File: src/design/ext_mem_pkg.sv
package ext_mem_pkg;

   // Byte address width, same as the DDR address
   localparam int ADDR_W = 24;

   // One data word on every link
   localparam int DATA_W = 32;

   // One strobe per byte lane
   localparam int STRB_W = DATA_W / 8;

   // Native request, valid sits in the top bit
   // A zero wstrb marks a read
   typedef struct packed {
      logic              valid;
      logic [ADDR_W-1:0] addr;
      logic [DATA_W-1:0] wdata;
      logic [STRB_W-1:0] wstrb;
   } mem_req_t;

   // Native response
   // ready pulses for one cycle, rdata valid with it on reads
   typedef struct packed {
      logic [DATA_W-1:0] rdata;
      logic              ready;
   } mem_resp_t;

   // Cache controller states
   typedef enum logic [1:0] {
      IDLE,
      REFILL,
      WRITE,
      RESPOND
   } cache_state_t;

endpackage
File: src/design/bus_merge.sv
module bus_merge (
   input  logic                   clk,
   input  logic                   rst,

   // Master 0, higher priority
   input  ext_mem_pkg::mem_req_t  m0_req,
   output ext_mem_pkg::mem_resp_t m0_resp,

   // Master 1
   input  ext_mem_pkg::mem_req_t  m1_req,
   output ext_mem_pkg::mem_resp_t m1_resp,

   // Shared slave
   output ext_mem_pkg::mem_req_t  s_req,
   input  ext_mem_pkg::mem_resp_t s_resp
);
   import ext_mem_pkg::*;

   typedef enum logic [1:0] {
      OWN_NONE,
      OWN_M0,
      OWN_M1
   } owner_t;

   owner_t owner_q;
   owner_t owner_d;
   logic   hold;

   // Owner keeps the bus as long as its valid stays up
   always_comb begin
      case (owner_q)
         OWN_M0:  hold = m0_req.valid;
         OWN_M1:  hold = m1_req.valid;
         default: hold = 1'b0;
      endcase

      if (hold) begin
         owner_d = owner_q;
      end else if (m0_req.valid) begin
         owner_d = OWN_M0;
      end else if (m1_req.valid) begin
         owner_d = OWN_M1;
      end else begin
         owner_d = OWN_NONE;
      end
   end

   always_ff @(posedge clk) begin
      if (rst) begin
         owner_q <= OWN_NONE;
      end else begin
         owner_q <= owner_d;
      end
   end

   // Request path, no added cycle
   // With no owner m0 is idle, so its low valid passes through
   assign s_req = (owner_d == OWN_M1) ? m1_req : m0_req;

   // Only the owner sees ready
   always_comb begin
      m0_resp.rdata = s_resp.rdata;
      m0_resp.ready = s_resp.ready && (owner_d == OWN_M0);
      m1_resp.rdata = s_resp.rdata;
      m1_resp.ready = s_resp.ready && (owner_d == OWN_M1);
   end

endmodule

File: config.mk
export PLATFORM = sky130hd
export DESIGN_NAME = bus_merge
export DESIGN_NICKNAME = d
export VERILOG_FILES = /design/src/design/ext_mem_pkg.sv /design/src/design/bus_merge.sv
export SDC_FILE = /design/constraint.sdc
export NUM_CORES = 1
export LEC_CHECK = 0
export BUFFER_PORTS_ARGS = -buffer_cell sky130_fd_sc_hd__clkbuf_2
export CAP_MARGIN = 5
export CORE_AREA = 2 2 110 112
export CTS_BUF_LIST = sky130_fd_sc_hd__clkbuf_16
export CTS_CLUSTER_DIAMETER = 40
export DETAILED_ROUTE_END_ITERATION = 16
export DIE_AREA = 0 0 112 114
export PLACE_DENSITY_LB_ADDON = 0.15
export SETUP_SLACK_MARGIN = 0.5
export SLEW_MARGIN = 10
export SYNTH_ARGS = -nofsm -noshare
export SYNTH_HDL_FRONTEND = slang
export SYNTH_SLANG_ARGS = --single-unit
File: constraint.sdc
create_clock -name clk -period 2.42 [get_ports clk]
set_input_delay 0.242 -clock clk [delete_from_list [all_inputs] [get_ports clk]]
set_output_delay 0.242 -clock clk [all_outputs]
set_load 0.03 [all_outputs]
==> flow_metrics.tcl, run 1 <==
set metrics [dict create \
    max_stage_delay_ns 0.33 \
    die_w_um 112 \
    grt_antenna_before_repair 0 \
    holdPathStages 2 \
    syn_inst 152 \
    numCtsBuffers 3 \
    cp_max_fo 7 \
    drc 0 \
    wl_per_cell_um 13.4 \
    crit_path_frequent_cell "buf_8" \
    holdCritStartpoint "rst" \
    place.gp.congestion 0.718 \
    synth_edf_count 0 \
    grt_pass1_vias 1693 \
    min_to "owner_q[0]" \
    track_usage 0.0808 \
    final.min_clock_period_ns 2.48 \
    dpl.hpwl_um 4530 \
    ys_top_cells_by_count "buf_4 (64), mux2_1 (59), buf_6 (6)" \
    first_pass_iters 3 \
    r2r_cells 7 \
    area_delta_synth_final_pct 134 \
    maxCapViolations 0 \
    hold_class "input pin to register" \
    io_pins 284 \
    synth_top_area_frac 0.472 \
    synth_area_per_cell_um2 9.26 \
    drtAntennaViolNets 0 \
    clk_root_buffer_cell "clkbuf_16" \
    final_nets 450 \
    rsz0062_at_grt "true" \
    worst_slew_pin_slew_ns 0.278 \
    synthDistinctLibCells 17 \
    overflow 0 \
    yosysTopAreaCell "mux2_1" \
    grt_max_degree 33 \
    core-area_um2 11700 \
    fmax_mhz 403 \
    tns_ns -1.47 \
    failed_checks "setup timing" \
    slowest_stage "dfxtp_4" \
    initial_core_util 0.120 \
    ys_top_cells_by_area "mux2_1 (47%), buf_4 (34%), buf_6 (4.8%)" \
    n_antenna_cell 0 \
    synth.most_common_cell "buf_4" \
    crit_chain "inv_2 > ha_4 > nand2b_4 > mux2i_4 > o21ai_4 > buf_12 > buf_6 > buf_8 > mux2_4 > buf_8" \
    critPathLaunchType "register" \
    crit_required_ns 2.18 \
    crit_type "register to output port" \
    synth_seq_cells 2 \
    dieArea_um2 12800 \
    hold_viol_final 0 \
    row_count 40 \
    r2r_setup_slack_ns 1.03 \
    largest_reg_flops 2 \
    path_delay_family "buffers and inverters" \
    cts_sinks 2 \
    port_buffers 187 \
    finalSetupViolCount 45 \
    fin_util 0.281 \
    fin_crit_sh 1.03 \
    ys.warnings.count 0 \
    yosys_most_used_dff "dfxtp_1" \
    largest_register "owner_q" \
    synth_area_um2 1410 \
    routed_wl_um 5840 \
    status "complete, but fails checks" \
    clk_pin_slew_ns 0.03 \
    viasPerCell 3.63 \
    reg.largest.list "owner_q (2)" \
    critPathBufInv 5 \
    die_h_um 114 \
    cts.htree.levels 1 \
    async_reset_ff_frac 0 \
    insertion_delay_ns 0.22 \
    worstReg2RegEnd "owner_q[1]" \
    p_leak_uw 0.00183 \
    syn_nets 311 \
    seq_area_frac_synth 0.0284 \
    clock_path_buffers 2 \
    drive_above_1_share 0.969 \
    vdd_drop_max_mv 0.147 \
    critPathCaptureType "output port" \
    reg2reg_from "owner_q[0]" \
    holdWs_ns 0.200 \
    cts_tree "built" \
    grt_pass1_wl_um 8280 \
    power_density_nw_per_um2 326 \
    drv_slew 0 \
    dr.first_iter.drc_count 14 \
    arrival_ns 2.24 \
    worst_slack_ns -0.0641 \
    clock_skew_ns 0.0000203 \
    max_slew_margin 0.815 \
    vias 1582 \
]
-- cells in the final DEF (no fill, tap or decap), types with 2 or more instances in the layout --
master / netlist / layout
clkbuf_2: 0 / 124
mux2_4: 0 / 61
inv_1: 3 / 2
clkbuf_16: 0 / 5
buf_4: 64 / 5
nor2_1: 4 / 3
buf_8: 0 / 61
buf_6: 6 / 4
buf_12: 0 / 2
buf_16: 0 / 5
-- how the worst max path moves through the flow --
stage                           from         to  slack, ns  cells after the start
final                     owner_q[0]  s_req[50]      -0.06                     10
after global routing      owner_q[0]  s_req[50]      -0.13                     10
after global placement    owner_q[0]  s_req[48]       0.15                      8
after floorplan           owner_q[0]  s_req[10]       0.42                      7
after CTS                 owner_q[0]  s_req[10]      -0.08                      9
after detailed placement  owner_q[0]  s_req[48]       0.14                      8
-- repair_timing --
item                       CTS  global route
pin swaps                    0             4
gates cloned                 3             1
hold buffers                 0             0
setup endpoints to repair   63            63
resized for setup          137            70
setup buffers               10             0
-- cell families after synthesis --
logic type,share of synthesized area
adders and majority gates,0.0178
AOI/OAI and AO/OA,0.0213
buffers and inverters,0.397
DFF,0.0284
muxes,0.495
and+or+nand+nor,0.0400
-- layer usage --
metal	vias to the layer above	track usage	share of wire
li1	734	-	-
met3	13	0.0276	0.13
met1	690	0.0767	0.32
met5	-	0	0
met2	145	0.163	0.54
met4	0	0.0236	0.011
-- where the power goes --
part	internal (µW)	switching, µW
sequential	34.9	1.82
clock	210	36.2
combinational	455	336
-- stage by stage --
| stage | instance area (µm²) | power (µW) | std cells | setup slack [ns] |
|---|---|---|---|---|
| after floorplan | 1680 | 600 | 152 | 0.416 |
| after global placement | 2300 | 588 | 419 | 0.151 |
| after detailed placement | 2300 | 589 | 419 | 0.143 |
| after CTS | 3180 | 1020 | 435 | -0.0835 |
| after global routing | 3290 | 1120 | 436 | -0.132 |
| final | 3290 | 1070 | 436 | -0.0641 |
-- area by class of cell --
type / count / area [µm²]
sequential: 2 / 45.0
tap: 147 / 184
fill: 1200 / 8420
inverter: 3 / 11.3
clock buffer: 3 / 75.1
timing repair buffer: 204 / 1860
multi-input combinational: 77 / 1120
(Power assumes the default switching activity.)
==> inputs of run 2 (changes only) <==
GPL_TIMING_DRIVEN = 0   (was unset)
RECOVER_POWER = 100   (was unset)
==> run 2 against run 1 <==
The run now ends clean. Final cell count is 29% higher. Largest cell class unchanged. Via count is 29% higher. Combinational power is 24% higher. Non-clock buffer count is 128 higher. Total power is 17% higher. First-iteration DRC count is 7.1% higher. Routed wire length is 13% higher. Critical path type unchanged. Highest routed layer unchanged. Worst setup slack better by 0.096 ns.
==> flow_metrics.tcl, run 2 (synthesized netlist as in run 1, its figures left out) <==
set metrics [dict create \
    power_switching_uw 511 \
    fin_crit_sh 0.987 \
    wl_per_cell_um 11.7 \
    status "complete, no violations" \
    crit_path_frequent_cell "buf_12" \
    fin_util 0.330 \
    fmax_mhz 419 \
    viasPerCell 3.61 \
    final_cell_area_um2 3860 \
    p_leak_uw 0.00215 \
    arrival_ns 2.15 \
    port_buffers 251 \
    vias 2037 \
    grt_max_degree 11 \
    insertion_delay_ns 0.22 \
    clkPwrFrac 0.196 \
    critPathLaunchType "register" \
    place_ws_ns 0.0121 \
    power_density_nw_per_um2 326 \
    dr.first_iter.drc_count 15 \
    dpl.hpwl_um 5510 \
    die_h_um 114 \
    clk_pin_slew_ns 0.03 \
    drc 0 \
    numCtsBuffers 3 \
    hold_viol_final 0 \
    final_cell_mix "clkbuf_2 (124), buf_4 (69), clkbuf_1 (65), mux2_4 (61), buf_8 (34)" \
    slowest_stage "dfxtp_4" \
    fillers 1252 \
    n_antenna_cell 0 \
    clk_root_buffer_cell "clkbuf_16" \
    path_delay_family "buffers and inverters" \
    crit_required_ns 2.18 \
    final_nets 578 \
    final.min_clock_period_ns 2.39 \
    first_pass_iters 3 \
    maxCapViolations 0 \
    drive_above_1_share 0.827 \
    die_w_um 112 \
    core-area_um2 11700 \
    grt_pass1_wl_um 8980 \
    cts.htree.levels 1 \
    cts_tree "built" \
    dieArea_um2 12800 \
    swShare 0.405 \
    largest_reg_flops 2 \
    crit_type "register to output port" \
    io_pins 284 \
    finalSetupViolCount 0 \
    internal_power_uw 749 \
    hold_buffers 0 \
    critPathCaptureType "output port" \
    instances_no_fill 564 \
    power_frac_seq 0.029 \
    overflow 0 \
    max_stage_delay_ns 0.34 \
    area_delta_synth_final_pct 174 \
    worst_slew_pin_slew_ns 0.377 \
    clock_skew_ns 0.000397 \
    grt_antenna_before_repair 0 \
    critPathBufInv 4 \
    cp_max_fo 10 \
    r2r_setup_slack_ns 1.05 \
    final_common_cell "clkbuf_2" \
    crit_chain "inv_2 > ha_4 > and3b_2 > o32ai_4 > o21ai_4 > buf_12 > buf_12 > mux2_4 > buf_8" \
    pwr-share-comb 0.775 \
    worst_slack_ns 0.0320 \
    reg.largest.list "owner_q (2)" \
    rsz0062_at_grt "true" \
    routed_wl_um 6610 \
    grt_pass1_vias 1900 \
    vdd_drop_max_mv 0.172 \
    place.gp.congestion 0.693 \
    drtAntennaViolNets 0 \
    row_count 40 \
    initial_core_util 0.120 \
    hold_class "input pin to register" \
    largest_register "owner_q" \
    track_usage 0.0855 \
    clock_path_buffers 2 \
    cts_sinks 2 \
    place_area_um2 3120 \
    post-place-cells 550 \
    max_slew_margin 0.750 \
    drv_slew 0 \
]
[run 2: power groups by stage]
stage | registers (µW) | logic, µW | clock network, µW
floorplan | 37.8 | 563 | 0
global placement | 38.3 | 799 | 0
detailed placement | 38.3 | 800 | 0
CTS | 36.8 | 931 | 254
global route | 37.1 | 1020 | 255
finish | 36.8 | 976 | 247
[run 2: what timing repair did]
action                     4_1_cts  5_1_grt
buffers inserted                 8        1
setup endpoints to repair       63       63
cloned                           1        1
pin swaps                        3        3
gates resized for setup        120       95
[run 2: worst paths after layout]
path,startpoint,end,cells after the start
worst max register to register,owner_q[0],owner_q[1],7
worst min register to register,owner_q[0],owner_q[0],4
worst min-delay path,rst,owner_q[0],2
worst max-delay path,owner_q[0],s_req[49],9
[run 2: per-stage QoR]
stage | total power [µW] | hold slack [ns] | setup TNS (ns)
after floorplan | 600 | 0.307 | 0
after global placement | 837 | 0.413 | 0
after detailed placement | 839 | 0.417 | 0
after CTS | 1220 | 0.185 | 0
after global routing | 1310 | 0.201 | -0.512
final | 1260 | 0.188 | 0
[run 2: cell type report]
cell class	instances	area, µm²	area share
timing repair buffer	262	1830	0.475
multi-input combinational	77	1120	0.290
buffer	70	592	0.153
tap	147	184	0.0476
clock buffer	3	75.1	0.0194
sequential	2	45.0	0.0117
inverter	3	11.3	0.00292
[run 2: per-layer routing]
metal	share of wire	wire length, µm	global-route usage	vias to the layer above
met1	0.32	2090	0.0895	896
met2	0.56	3700	0.169	152
met5	0	0	0	-
li1	-	-	-	987
met4	0.0041	27	0.0195	0
met3	0.12	788	0.0239	2
